**src/hdl/mvm_pkg.sv**
```systemverilog
package mvm_pkg;

    //////////////////////////////////////////////////
    // index width and sequencer state
    //////////////////////////////////////////////////

    // 8 bit row and column indices, so both dimensions stay at or below 255
    localparam int IDX_WIDTH = 8;

    typedef enum logic [1:0] {
        SEQ_IDLE = 2'd0, // waiting for both operands
        SEQ_CALC = 2'd1, // tiles in flight
        SEQ_DONE = 2'd2  // result held until accepted
    } seq_state_t;

    //////////////////////////////////////////////////
    // tile position
    //////////////////////////////////////////////////

    typedef struct packed {
        logic [IDX_WIDTH-1:0] row_base; // first matrix row of the tile
        logic [IDX_WIDTH-1:0] col_base; // first matrix column of the tile
        logic                 first;    // first tile of the run
        logic                 last;     // last tile of the run
    } tile_pos_t;

    //////////////////////////////////////////////////
    // tile arithmetic
    //////////////////////////////////////////////////

    function automatic int unsigned ceil_div(
        input int unsigned num,
        input int unsigned den
    );
        return (num + den - 1) / den;
    endfunction

    // tiles per run, rows times column groups
    function automatic int unsigned tile_count(
        input int unsigned height,
        input int unsigned width,
        input int unsigned tiling_row,
        input int unsigned tiling_col
    );
        int unsigned row_groups;
        int unsigned col_groups;
        row_groups = ceil_div(height, tiling_row);
        col_groups = ceil_div(width, tiling_col);
        return row_groups * col_groups;
    endfunction

endpackage

```
**src/hdl/operand_buffer.sv**
```systemverilog
module operand_buffer #(
    parameter int MATRIX_WIDTH      = 4,
    parameter int MATRIX_HEIGHT     = 5,
    parameter int VECTOR_CELL_WIDTH = 8,
    parameter int MATRIX_CELL_WIDTH = 8
)(
    input  logic                                                  clk,
    input  logic                                                  rst,
    // vector port
    input  logic [MATRIX_HEIGHT*VECTOR_CELL_WIDTH-1:0]              vector,
    input  logic                                                  vector_valid,
    output logic                                                  vector_ready,
    // matrix port
    input  logic [MATRIX_WIDTH*MATRIX_HEIGHT*MATRIX_CELL_WIDTH-1:0] matrix,
    input  logic                                                  matrix_valid,
    output logic                                                  matrix_ready,
    // from the sequencer, once the result is taken
    input  logic                                                  buf_release,
    // held operands
    output logic [MATRIX_HEIGHT*VECTOR_CELL_WIDTH-1:0]              vector_held,
    output logic [MATRIX_WIDTH*MATRIX_HEIGHT*MATRIX_CELL_WIDTH-1:0] matrix_held,
    output logic                                                  both_held
);

    logic vector_set; // vector captured, waiting for release
    logic matrix_set; // matrix captured, waiting for release

    //////////////////////////////////////////////////
    // vector capture
    //////////////////////////////////////////////////

    always_ff @(posedge clk) begin
        if (rst || buf_release) begin
            vector_set  <= 1'b0;
            vector_held <= '0;
        end else if (vector_valid && vector_ready) begin
            vector_set  <= 1'b1;
            vector_held <= vector;
        end
    end

    //////////////////////////////////////////////////
    // matrix capture
    //////////////////////////////////////////////////

    // independent of the vector, so the two may come in any order
    always_ff @(posedge clk) begin
        if (rst || buf_release) begin
            matrix_set  <= 1'b0;
            matrix_held <= '0;
        end else if (matrix_valid && matrix_ready) begin
            matrix_set  <= 1'b1;
            matrix_held <= matrix;
        end
    end

    assign vector_ready = !vector_set;
    assign matrix_ready = !matrix_set;
    assign both_held    = vector_set && matrix_set; // sequencer may start

endmodule

```
**src/hdl/tile_sequencer.sv**
```systemverilog
module tile_sequencer import mvm_pkg::*; #(
    parameter int MATRIX_WIDTH  = 4,
    parameter int MATRIX_HEIGHT = 5,
    parameter int TILING_ROW    = 3,
    parameter int TILING_COL    = 3
)(
    input  logic       clk,
    input  logic       rst,
    input  logic       both_held,
    input  logic       result_ready,
    output seq_state_t state,
    output tile_pos_t  tile,
    output logic       tile_strobe,
    output logic       buf_release
);

    localparam int TILES     = tile_count(MATRIX_HEIGHT, MATRIX_WIDTH, TILING_ROW, TILING_COL);
    localparam int CNT_WIDTH = $clog2(TILES + 1);

    logic [CNT_WIDTH-1:0] remaining; // tiles still to issue after the current one
    tile_pos_t            next_tile;

    //////////////////////////////////////////////////
    // tile walk
    //////////////////////////////////////////////////

    // all row bases of a column group, then the next column group
    always_comb begin
        next_tile       = tile;
        next_tile.first = 1'b0;
        next_tile.last  = (remaining == CNT_WIDTH'(1));
        if (int'(tile.row_base) + TILING_ROW < MATRIX_HEIGHT) begin
            next_tile.row_base = tile.row_base + IDX_WIDTH'(TILING_ROW);
        end else begin
            next_tile.row_base = '0;
            next_tile.col_base = tile.col_base + IDX_WIDTH'(TILING_COL);
        end
    end

    //////////////////////////////////////////////////
    // control FSM
    //////////////////////////////////////////////////

    always_ff @(posedge clk) begin
        if (rst) begin
            state       <= SEQ_IDLE;
            tile_strobe <= 1'b0;
            remaining   <= '0;
            tile        <= '0;
        end else begin
            case (state)
                SEQ_IDLE: begin
                    if (both_held) begin
                        state          <= SEQ_CALC;
                        tile_strobe    <= 1'b1; // first tile goes out with CALC
                        remaining      <= CNT_WIDTH'(TILES - 1);
                        tile.row_base  <= '0;
                        tile.col_base  <= '0;
                        tile.first     <= 1'b1;
                        tile.last      <= (TILES == 1);
                    end
                end
                SEQ_CALC: begin
                    if (!tile_strobe) begin
                        state <= SEQ_DONE; // last products added in the drain cycle
                    end else if (tile.last) begin
                        tile_strobe <= 1'b0;
                    end else begin
                        tile      <= next_tile;
                        remaining <= remaining - 1'b1;
                    end
                end
                SEQ_DONE: begin
                    if (result_ready) begin
                        state <= SEQ_IDLE;
                    end
                end
                default: state <= SEQ_IDLE;
            endcase
        end
    end

    // buffer clears on the acceptance edge
    assign buf_release = (state == SEQ_DONE) && result_ready;

endmodule

```
**src/hdl/vector_mac.sv**
```systemverilog
module vector_mac import mvm_pkg::*; #(
    parameter int MATRIX_WIDTH      = 4,
    parameter int MATRIX_HEIGHT     = 5,
    parameter int VECTOR_CELL_WIDTH = 8,
    parameter int MATRIX_CELL_WIDTH = 8,
    parameter int TILING_COL        = 3,
    parameter int ROW_OFFSET        = 0  // row of this unit inside the tile
)(
    input  logic                                                  clk,
    input  logic                                                  rst,
    input  logic [MATRIX_HEIGHT*VECTOR_CELL_WIDTH-1:0]              vector_held,
    input  logic [MATRIX_WIDTH*MATRIX_HEIGHT*MATRIX_CELL_WIDTH-1:0] matrix_held,
    input  tile_pos_t                                             tile,
    input  logic                                                  tile_strobe,
    output logic [TILING_COL*(VECTOR_CELL_WIDTH+MATRIX_CELL_WIDTH)-1:0] products,
    output logic                                                  products_valid,
    output tile_pos_t                                             products_tile
);

    localparam int PRODUCT_WIDTH = VECTOR_CELL_WIDTH + MATRIX_CELL_WIDTH;

    logic [IDX_WIDTH:0]           row;                       // one extra bit, base plus offset
    logic [IDX_WIDTH:0]           col          [TILING_COL];
    logic [VECTOR_CELL_WIDTH-1:0] vector_cell;
    logic [MATRIX_CELL_WIDTH-1:0] matrix_cells [TILING_COL];

    //////////////////////////////////////////////////
    // operand select
    //////////////////////////////////////////////////

    always_comb begin
        row         = tile.row_base + (IDX_WIDTH+1)'(ROW_OFFSET);
        vector_cell = '0; // rows past the bottom edge add nothing
        if (row < MATRIX_HEIGHT) begin
            vector_cell = vector_held[row*VECTOR_CELL_WIDTH +: VECTOR_CELL_WIDTH];
        end
        for (int c = 0; c < TILING_COL; c++) begin
            col[c]          = tile.col_base + (IDX_WIDTH+1)'(c);
            matrix_cells[c] = '0;
            if (row < MATRIX_HEIGHT && col[c] < MATRIX_WIDTH) begin
                matrix_cells[c] =
                    matrix_held[(row*MATRIX_WIDTH + col[c])*MATRIX_CELL_WIDTH +: MATRIX_CELL_WIDTH];
            end
        end
    end

    //////////////////////////////////////////////////
    // multiply stage
    //////////////////////////////////////////////////

    always_ff @(posedge clk) begin
        if (rst) begin
            products_valid <= 1'b0;
        end else begin
            products_valid <= tile_strobe;
        end
    end

    // full width products, no truncation here
    always_ff @(posedge clk) begin
        for (int c = 0; c < TILING_COL; c++) begin
            products[c*PRODUCT_WIDTH +: PRODUCT_WIDTH] <= vector_cell * matrix_cells[c];
        end
        products_tile <= tile; // position travels with its products
    end

endmodule

```
**src/hdl/result_accumulator.sv**
```systemverilog
module result_accumulator import mvm_pkg::*; #(
    parameter int MATRIX_WIDTH      = 4,
    parameter int RESULT_CELL_WIDTH = 8,
    parameter int FRACTION_WIDTH    = 4,
    parameter int TILING_ROW        = 3,
    parameter int TILING_COL        = 3,
    parameter int PRODUCT_WIDTH     = 16
)(
    input  logic                                          clk,
    input  logic                                          rst,
    input  seq_state_t                                    state,
    input  logic [TILING_ROW*TILING_COL*PRODUCT_WIDTH-1:0] products,
    input  logic                                          products_valid,
    input  tile_pos_t                                     products_tile,
    output logic [MATRIX_WIDTH*RESULT_CELL_WIDTH-1:0]     result,
    output logic                                          result_valid,
    output logic                                          error
);

    // room for up to 255 rows of full width products
    localparam int SUM_WIDTH = PRODUCT_WIDTH + IDX_WIDTH;

    logic [SUM_WIDTH-1:0]    sums      [MATRIX_WIDTH];
    logic [SUM_WIDTH-1:0]    next_sums [MATRIX_WIDTH];
    logic [SUM_WIDTH-1:0]    tile_sums [TILING_COL];
    logic [SUM_WIDTH-1:0]    shifted   [MATRIX_WIDTH];
    logic [MATRIX_WIDTH-1:0] overflow;

    //////////////////////////////////////////////////
    // column sums
    //////////////////////////////////////////////////

    // add up the rows of each tile column
    always_comb begin
        for (int c = 0; c < TILING_COL; c++) begin
            tile_sums[c] = '0;
            for (int r = 0; r < TILING_ROW; r++) begin
                tile_sums[c] = tile_sums[c] +
                    products[(r*TILING_COL + c)*PRODUCT_WIDTH +: PRODUCT_WIDTH];
            end
        end
    end

    // route tile columns onto matrix columns, columns past the edge fall away
    always_comb begin
        for (int k = 0; k < MATRIX_WIDTH; k++) begin
            next_sums[k] = products_tile.first ? '0 : sums[k];
            for (int c = 0; c < TILING_COL; c++) begin
                if (int'(products_tile.col_base) + c == k) begin
                    next_sums[k] = next_sums[k] + tile_sums[c];
                end
            end
        end
    end

    always_ff @(posedge clk) begin
        if (rst) begin
            sums <= '{default: '0};
        end else if (products_valid) begin
            sums <= next_sums;
        end
    end

    //////////////////////////////////////////////////
    // scale and range check
    //////////////////////////////////////////////////

    always_comb begin
        for (int k = 0; k < MATRIX_WIDTH; k++) begin
            shifted[k] = sums[k] >> FRACTION_WIDTH; // drop the fraction, no rounding
            result[k*RESULT_CELL_WIDTH +: RESULT_CELL_WIDTH] = shifted[k][RESULT_CELL_WIDTH-1:0];
            overflow[k] = (shifted[k] >> RESULT_CELL_WIDTH) != '0;
        end
    end

    assign result_valid = (state == SEQ_DONE);
    assign error        = result_valid && (|overflow); // any column out of range

endmodule

```
**src/hdl/mvm.sv**
```systemverilog
module mvm import mvm_pkg::*; #(
    parameter int MATRIX_WIDTH      = 4, // columns, also the number of result cells
    parameter int MATRIX_HEIGHT     = 5, // rows, also the vector length
    parameter int VECTOR_CELL_WIDTH = 8,
    parameter int MATRIX_CELL_WIDTH = 8,
    parameter int RESULT_CELL_WIDTH = 8,
    parameter int FRACTION_WIDTH    = 4,
    parameter int TILING_ROW        = 3, // vector_mac units
    parameter int TILING_COL        = 3  // multipliers per unit
)(
    input  logic                                                  clk,
    input  logic                                                  rst,
    // vector port
    input  logic [MATRIX_HEIGHT*VECTOR_CELL_WIDTH-1:0]              vector,
    input  logic                                                  vector_valid,
    output logic                                                  vector_ready,
    // matrix port
    input  logic [MATRIX_WIDTH*MATRIX_HEIGHT*MATRIX_CELL_WIDTH-1:0] matrix,
    input  logic                                                  matrix_valid,
    output logic                                                  matrix_ready,
    // result port
    output logic [MATRIX_WIDTH*RESULT_CELL_WIDTH-1:0]               result,
    output logic                                                  result_valid,
    input  logic                                                  result_ready,
    output logic                                                  error // overflow
);

    localparam int PRODUCT_WIDTH = VECTOR_CELL_WIDTH + MATRIX_CELL_WIDTH;
    localparam int GROUP_WIDTH   = TILING_COL * PRODUCT_WIDTH;

    logic [MATRIX_HEIGHT*VECTOR_CELL_WIDTH-1:0]              vector_held;
    logic [MATRIX_WIDTH*MATRIX_HEIGHT*MATRIX_CELL_WIDTH-1:0] matrix_held;
    logic                                                  both_held;
    logic                                                  buf_release;
    seq_state_t                                            state;
    tile_pos_t                                             tile;
    logic                                                  tile_strobe;
    logic [TILING_ROW*GROUP_WIDTH-1:0]                     products;
    logic [TILING_ROW-1:0]                                 row_valid;
    tile_pos_t                                             row_tile [TILING_ROW];

    //////////////////////////////////////////////////
    // operands and control
    //////////////////////////////////////////////////

    operand_buffer #(
        .MATRIX_WIDTH      (MATRIX_WIDTH),
        .MATRIX_HEIGHT     (MATRIX_HEIGHT),
        .VECTOR_CELL_WIDTH (VECTOR_CELL_WIDTH),
        .MATRIX_CELL_WIDTH (MATRIX_CELL_WIDTH)
    ) u_operand_buffer (
        .clk, .rst,
        .vector, .vector_valid, .vector_ready,
        .matrix, .matrix_valid, .matrix_ready,
        .buf_release, .vector_held, .matrix_held, .both_held
    );

    tile_sequencer #(
        .MATRIX_WIDTH  (MATRIX_WIDTH),
        .MATRIX_HEIGHT (MATRIX_HEIGHT),
        .TILING_ROW    (TILING_ROW),
        .TILING_COL    (TILING_COL)
    ) u_tile_sequencer (
        .clk, .rst, .both_held, .result_ready,
        .state, .tile, .tile_strobe, .buf_release
    );

    //////////////////////////////////////////////////
    // datapath
    //////////////////////////////////////////////////

    for (genvar r = 0; r < TILING_ROW; r++) begin : g_row
        vector_mac #(
            .MATRIX_WIDTH      (MATRIX_WIDTH),
            .MATRIX_HEIGHT     (MATRIX_HEIGHT),
            .VECTOR_CELL_WIDTH (VECTOR_CELL_WIDTH),
            .MATRIX_CELL_WIDTH (MATRIX_CELL_WIDTH),
            .TILING_COL        (TILING_COL),
            .ROW_OFFSET        (r)
        ) u_vector_mac (
            .clk, .rst, .vector_held, .matrix_held, .tile, .tile_strobe,
            .products       (products[r*GROUP_WIDTH +: GROUP_WIDTH]),
            .products_valid (row_valid[r]),
            .products_tile  (row_tile[r])
        );
    end

    result_accumulator #(
        .MATRIX_WIDTH      (MATRIX_WIDTH),
        .RESULT_CELL_WIDTH (RESULT_CELL_WIDTH),
        .FRACTION_WIDTH    (FRACTION_WIDTH),
        .TILING_ROW        (TILING_ROW),
        .TILING_COL        (TILING_COL),
        .PRODUCT_WIDTH     (PRODUCT_WIDTH)
    ) u_result_accumulator (
        .clk, .rst, .state, .products,
        .products_valid (&row_valid), // all rows move in lockstep
        .products_tile  (row_tile[0]),
        .result, .result_valid, .error
    );

endmodule

```
**config.mk**
```make
export PLATFORM = sky130hd
export DESIGN_NAME = mvm
export DESIGN_NICKNAME = d
export VERILOG_FILES = /design/src/hdl/mvm_pkg.sv /design/src/hdl/operand_buffer.sv /design/src/hdl/tile_sequencer.sv /design/src/hdl/vector_mac.sv /design/src/hdl/result_accumulator.sv /design/src/hdl/mvm.sv
export SDC_FILE = /design/constraint.sdc
export NUM_CORES = 2
export LEC_CHECK = 0
export BUFFER_PORTS_ARGS = -buffer_cell sky130_fd_sc_hd__buf_2
export CORE_UTILIZATION = 50
export CTS_CLUSTER_SIZE = 25
export DETAILED_ROUTE_END_ITERATION = 12
export PLACE_DENSITY = 0.67
export SETUP_SLACK_MARGIN = 0.15
export SYNTH_ARGS = -nofsm -noshare
export SYNTH_HDL_FRONTEND = slang
export SYNTH_SLANG_ARGS = --single-unit
```
**constraint.sdc**
```tcl
create_clock -name clk -period 9.2 [get_ports clk]
set_input_delay 1.84 -clock clk [delete_from_list [all_inputs] [get_ports clk]]
set_output_delay 1.84 -clock clk [all_outputs]
set_load 0.01 [all_outputs]
```
# Yosys cells after proc, flatten, opt, wreduce, memory -nomap -nowiden
# Cells that the tools add are included.
word_totals:
  latch_bits: 0
  n_memories: 0
  romBits: 0
  regBits: 476
  mem_bits_rw: 0
classes:
  bitwise: 0
  mux: 46
  reduce_logical: 32
  addsub: 37
  n_shift: 12
  order_cmp: 7
  n_div: 0
  multipliers: 9
  eq_ne: 18
ops:
  columns: ["cell", "n"]
  rows:
  - ["160-bit by 33-bit variable part select with 8-bit output", 9]
  - ["24-bit 2-to-1 mux", 16]
  - ["24-bit adder", 12]
  - ["8-bit by 8-bit multiplier with 16-bit output", 9]
  - ["32-bit by 3-bit equality test with 1-bit output (second input constant)", 4]
  - ["8-bit 2-to-1 mux", 14]
  - ["32-bit logical NOT", 3]
  - ["24-bit nonzero test", 4]
  - ["40-bit by 13-bit variable part select with 8-bit output", 2]
  - ["24-bit by 16-bit adder with 24-bit output", 3]
  - ["32-bit by 2-bit equality test with 1-bit output (second input constant)", 2]
  - ["18-bit 2-to-1 mux", 3]
  - ["16-bit by 16-bit adder with 17-bit output", 3]
  - ["11-bit by 9-bit adder with 12-bit output", 4]
  - ["40-bit by 12-bit variable part select with 8-bit output", 1]
  - ["8-bit by 2-bit adder with 9-bit output (second input constant)", 4]
  - ["9-bit by 3-bit less-than comparator with 1-bit output (second input constant)", 4]
  - ["18-bit case mux with 2 select lines", 1]
  - ["32-bit by 4-bit less-than comparator with 1-bit output (second input constant)", 1]
  - ["8-bit by 1-bit adder with 9-bit output (second input constant)", 3]
  - ["11-bit by 8-bit adder with 12-bit output", 2]
  - ["10-bit by 9-bit adder with 11-bit output", 2]
  - ["8-bit by 2-bit adder with 8-bit output (second input constant)", 2]
  - ["8-bit by 3-bit equality test with 1-bit output (second input constant)", 2]
  - ["other kinds (25)", 51]

# Longest topological paths before layout
logic_depth:
  word_depth: 8
  ltp_mapped: 46
  depth_no_buf: 46

# Cells and area by module
# Synthesis repeated with hierarchy kept, for this count alone.
unflattened:
  hier_cells: 7633
  area_unflattened_um2: 66322.4
by_module_without_submodules:
  columns: ["module", "cells_per_inst", "n_inst", "area_per_inst_um2"]
  rows:
  - ["result_accumulator", 2748, 1, 20473.4]
  - ["vector_mac (g_row[1].u_vector_mac)", 1293, 1, 12808.5]
  - ["vector_mac (g_row[0].u_vector_mac)", 1296, 1, 12555.8]
  - ["vector_mac (g_row[2].u_vector_mac)", 1274, 1, 12324.3]
  - ["operand_buffer", 881, 1, 7003.0]
  - ["tile_sequencer", 140, 1, 1151.1]
  - ["mvm", 1, 1, 6.3]

# Worst setup path before layout
# Ideal clock, no wire load.
synth_path:
  kind: "register to register"
  startpoint: "register, netlist name u_tile_sequencer.tile[2]"
  endpoint: "register g_row[2].u_vector_mac.products[31]"
  required_ns: 9.080
  slack_ns: 0.735
  setup_ns: 0.120
  path_buffers: 7
  t_arrival_ns: 8.344
  path_stages_with_launch: 33
  period_less_slack_ns: 8.465
  cell_sequence: "dfxtp_1 > clkbuf_1 > buf_1 > clkbuf_1 > clkbuf_1 > inv_1 > ha_1 > clkbuf_1 > buf_1 > buf_1 > mux4_2 > and2_1 > o21ai_0 > o22ai_1 > nand2_1 > or2_2 > fa_1 > fa_1 > fa_1 > fa_1 > inv_1 > ha_1 > inv_1 > o21ai_0 > a21oi_1 > o21ai_0 > a21oi_1 > o21ai_0 > a21oi_1 > o21bai_1 > a21o_1 > a21oi_1 > xnor2_1"
synth_between:
  elab_chain_len: 5
  elab_cells_between_ends: 7
  cone_classes: "2 x add/sub; 1 x mul; 1 x order compare; 1 x shift; 1 x mux; 1 x reduce/logical"
synth_rtl:
  columns: ["item", "line_no", "source"]
  rows:
  - ["8-bit by 1-bit adder with 9-bit output *", "vector_mac.sv:38", "col[c] = tile.col_base + (IDX_WIDTH+1)'(c);"]
  - ["11-bit by 9-bit adder with 12-bit output / 9-bit by 3-bit less-than comparator with 1-bit output (equally long branches)", "vector_mac.sv:42, vector_mac.sv:40", null]
  - ["160-bit by 33-bit variable part select with 8-bit output / 1-bit logical AND (equally long branches)", "vector_mac.sv:42, vector_mac.sv:40", null]
  - ["8-bit 2-to-1 mux *", "vector_mac.sv:40", "if (row < MATRIX_HEIGHT && col[c] < MATRIX_WIDTH) begin"]
  - ["8-bit by 8-bit multiplier with 16-bit output *", "vector_mac.sv:62", "products[c*PRODUCT_WIDTH +: PRODUCT_WIDTH] <= vector_cell * matrix_cells[c];"]
  - ["end signal, assigned by index", "vector_mac.sv:62", null]
  - ["end, declared", "vector_mac.sv:15", "output logic [TILING_COL*(VECTOR_CELL_WIDTH+MATRIX_CELL_WIDTH)-1:0] products,"]
# Every way passes the cells marked *; elsewhere a longest branch is shown, timed or not.
# A chain may end at the register's enable or synchronous reset.

# Worst setup path in the final report
layout_path:
  startpoint: "register g_row[0].u_vector_mac.products[1]"
  endpoint: "register u_result_accumulator.sums, in the netlist u_result_accumulator.shifted[85]"
layout_between:
  elab_chain_len: 8
layout_rtl:
  columns: ["item", "line_no", "source"]
  rows:
  - ["start, declared", "vector_mac.sv:15", null]
  - ["start signal, assigned by index", "vector_mac.sv:62", null]
  - ["16-bit by 16-bit adder with 17-bit output *", "result_accumulator.sv:38", "tile_sums[c] = tile_sums[c] +"]
  - ["24-bit by 16-bit adder with 24-bit output *", "result_accumulator.sv:38", null]
  - ["24-bit adder *", "result_accumulator.sv:50", "next_sums[k] = next_sums[k] + tile_sums[c];"]
  - ["24-bit 2-to-1 mux *", "result_accumulator.sv:49", "if (int'(products_tile.col_base) + c == k) begin"]
  - ["24-bit adder", "result_accumulator.sv:50", null]
  - ["24-bit 2-to-1 mux *", "result_accumulator.sv:49", null]
  - ["24-bit adder", "result_accumulator.sv:50", null]
  - ["24-bit 2-to-1 mux *", "result_accumulator.sv:49", null]
  - ["end signal, assigned", "result_accumulator.sv:60", "sums <= next_sums;"]
  - ["end, declared", "result_accumulator.sv:23", "logic [SUM_WIDTH-1:0] sums [MATRIX_WIDTH];"]
# Marked as above.

==> flow_summary.toml <==
[outcome]
run_status = "finished, final reports clean"

[worst_hold_path]
hold_path_startpoint = "u_tile_sequencer.tile[1]"
hp-class = "register to register"

[worst_setup_path]
slowest_delay_ns = 0.41
critical_path.endpoint_type = "register"
timing.rr.start = "g_row[0].u_vector_mac.products[1]"
critPathArrivalTime_ns = 9.12
cp_max_fo = 9
required_ns = 9.74
critPathLaunch = "g_row[0].u_vector_mac.products[1]"
worst_setup_path_start_kind = "register"
cpMaxStageDelayCell = "sky130_fd_sc_hd__ha_2"
critical-path-top-cell-by-count = "sky130_fd_sc_hd__a21oi_1"
setup.worst_path.class = "register to register"

[placed_design]
post-dp-hpwl_mm = 161.5
port_buffers = 240
placed_cell_area_um2 = 62660
globalplace.congestion = 1.020

[cts]
numClockSinks = 476
numCtsBuffers = 58
root_buffer = "sky130_fd_sc_hd__clkbuf_16"
clk-insertion-delay-late_ns = 0.74
cts-htree-levels = 2
clock_tree.buffer_depth = 3
path_clk_slew_ns = 0.06
cts_hold_buf = 0
tritoncts_clock_tree = "done"

[logic_synthesis]
yosys-top-cells-area = "sky130_fd_sc_hd__dfxtp_1, sky130_fd_sc_hd__ha_1, sky130_fd_sc_hd__fa_1"
seq_area_frac_synth_pct = 15.94
yosys_most_used_dff = "sky130_fd_sc_hd__dfxtp_1"
synth_most_common_cell = "sky130_fd_sc_hd__nand2_1"
cell_variety_after_synth = 119
synthesis.area_um2 = 59780
synth.avg_cell_area_um2 = 8.063
syn_inst = 7415
synth-edff-count = 0
synth_area_leader_cell = "sky130_fd_sc_hd__dfxtp_1"
synth.top_cells.by_count = "sky130_fd_sc_hd__nand2_1, sky130_fd_sc_hd__inv_1, sky130_fd_sc_hd__ha_1, sky130_fd_sc_hd__nor2_1, sky130_fd_sc_hd__a21oi_1"
ys_async_sr_fraction_pct = 0
yosys_warnings = 0
synth_top_area_share_pct = 15.94
syn-num-nets = 8657
synth_seq_cells = 476

[sta]
slew_violations = 0
timing_worst_slew_pin_value_ns = 1.284
tns_ns = 0
rsz0062_at_grt = "false"
slew-limit-headroom_pct = 14.01
report.final.setup_viol = 0
timing_hold_violations_final = 0
maxClockFrequency_ghz = 0.1166
period_utilization_post_route_pct = 93.24
timing.clock.skew_ns = 0.07480
period_minus_slack_ns = 8.578

[die]
fp.coreArea_um2 = 118200
io_pins = 241
die_area_um2 = 121000
initial_util_pct = 50.56
die_x_um = 347.8
die-height_um = 347.8
rows = 126

[cells_and_area]
final_layout_size_suffix_gt1_share_pct = 10.49
fillCellCount = 11053
finalNetCount = 8760
antenna_cells_inserted = 0
fin_area_um2 = 64840
synthToLayoutAreaGrowth_pct = 8.461

[power]
power.ir.vdd_worst_mv = 0.1704
cellPowerDensity_nw_per_um2 = 124.1
p_leak_nw = 31.01

[routing]
viasPerCell = 5.882
route.vias.total = 53554
avgRoutedWirePerCell_um = 21.62
detail_route.drc_violations = 0
drt_pass1_iterations = 7
postRouteWirelength_mm = 196.8
detail_route.iter0.violations = 3552
antenna_violating_nets_post_route = 0

[global_routing]
grt_pass1_wl_mm = 300.4
grt_usage_pct = 32.11
grt_max_degree = 124
first_global_vias = 52157
grt_antenna_before_repair = 2
grt_overflow_total = 0

[job]
max_cap_violations = 0
-- power by group --
group,total [mW],leakage [nW],switching (mW),internal [mW]
logic,3.25,26.1,2.01,1.24
clock network,2.51,1.01,1.06,1.46
registers,2.29,3.88,0.108,2.18
total,8.05,31.0,3.17,4.88
-- layer usage --
metal,routed length (um),global-route usage (%),vias to the layer above
met5,13,0,-
met4,15740,22.08,2
met3,12530,5.060,579
met2,90850,53.86,1896
met1,77710,37.68,25420
li1,-,-,25657
-- sequential cells by signal, summed over array words and instances, names as in the netlist, 2 cells and up --
register / count
u_tile_sequencer.state: 2
u_result_accumulator.sums: 16
u_result_accumulator.result: 32
g_row.u_vector_mac.products_tile: 9
u_tile_sequencer.remaining: 3
u_operand_buffer.matrix_held: 160
u_tile_sequencer.tile: 18
u_result_accumulator.shifted: 48
g_row.u_vector_mac.products: 144
u_operand_buffer.vector_held: 40
-- layout by cell type (no fill, tap or decap), types with 94 or more instances in the layout --
master,n
sky130_fd_sc_hd__a21oi_1,624
sky130_fd_sc_hd__buf_2,239
sky130_fd_sc_hd__dfxtp_1,471
sky130_fd_sc_hd__inv_1,690
sky130_fd_sc_hd__nand2_1,1052
sky130_fd_sc_hd__fa_1,351
sky130_fd_sc_hd__nor2b_1,133
sky130_fd_sc_hd__and2_1,94
sky130_fd_sc_hd__o21ai_0,262
sky130_fd_sc_hd__xnor2_1,298
sky130_fd_sc_hd__mux2i_1,109
sky130_fd_sc_hd__xor2_1,157
sky130_fd_sc_hd__nor3_1,128
sky130_fd_sc_hd__ha_1,683
sky130_fd_sc_hd__nand3_1,115
sky130_fd_sc_hd__a21o_1,125
sky130_fd_sc_hd__buf_4,142
sky130_fd_sc_hd__mux4_2,151
sky130_fd_sc_hd__nor2_1,628
-- repair_timing --
action / CTS / global route
endpoints found under the hold margin: 0 / 0
buffers inserted: 0 / 2
gates resized for setup: 0 / 25
endpoints found under the setup margin: 0 / 33
-- metrics by stage --
| stage | cells | hold slack [ns] | total power, mW | utilization, % | worst slack, ns |
|---|---|---|---|---|---|
| 2_1_floorplan | 7415 | 0.3290 | 4.514 | - | 0.7352 |
| 4_1_cts | 9102 | 0.3540 | 8.035 | 54.76 | 0.2856 |
| 5_1_grt | 9104 | 0.3623 | 8.467 | 54.84 | 0.1444 |
| 3_5_place_dp | 8992 | 0.3439 | 5.502 | 53.00 | 0.3582 |
| 3_3_place_gp | 8992 | 0.3374 | 5.450 | 53.00 | 0.4968 |
| 6_report | 9104 | 0.3497 | 8.049 | 54.84 | 0.6216 |
-- layout make-up --
cell class | instances | area, um2 | area share [%]
Sequential cell | 476 | 9545 | 14.72
Multi-Input combinational cell | 5908 | 46390 | 71.54
Inverter | 691 | 2597 | 4.006
Timing Repair Buffer | 383 | 2302 | 3.550
Clock buffer | 80 | 1675 | 2.584
Tap cell | 1536 | 1922 | 2.964
Clock inverter | 30 | 410.4 | 0.6329
-- kinds of logic after synthesis --
kind of cell | after synthesis | synth area share (%)
simple gates | 2503 | 18.94
compound gates | 1601 | 16.89
fa+ha+maj | 1037 | 26.11
buf+inv | 1031 | 6.693
flops | 476 | 15.94
xor+xnor | 472 | 7.220
mux | 295 | 8.206
-- worst max-delay path, delay by kind of cell, from the launching register on --
kind,cells,cell delay (ns)
AO/OA/AOI/OAI,22,4.10
XOR/XNOR,3,0.51
adder cells (fa/ha/maj),5,1.62
buffers and inverters,3,0.50
flip-flops,1,0.31
multiplexers,1,0.22
AND/OR/NAND/NOR,7,1.13
-- path summary, 6_finish.rpt --
path,slack [ns],cells past startpoint,endpoint
worst min register to register,0.35,0,g_row[0].u_vector_mac.products_tile[1]
worst max-delay path,0.62,41,u_result_accumulator.shifted[85]
worst max register to register,0.62,41,u_result_accumulator.shifted[85]
worst min-delay path,0.35,0,g_row[0].u_vector_mac.products_tile[1]
Power figures use the tool's default switching activity.
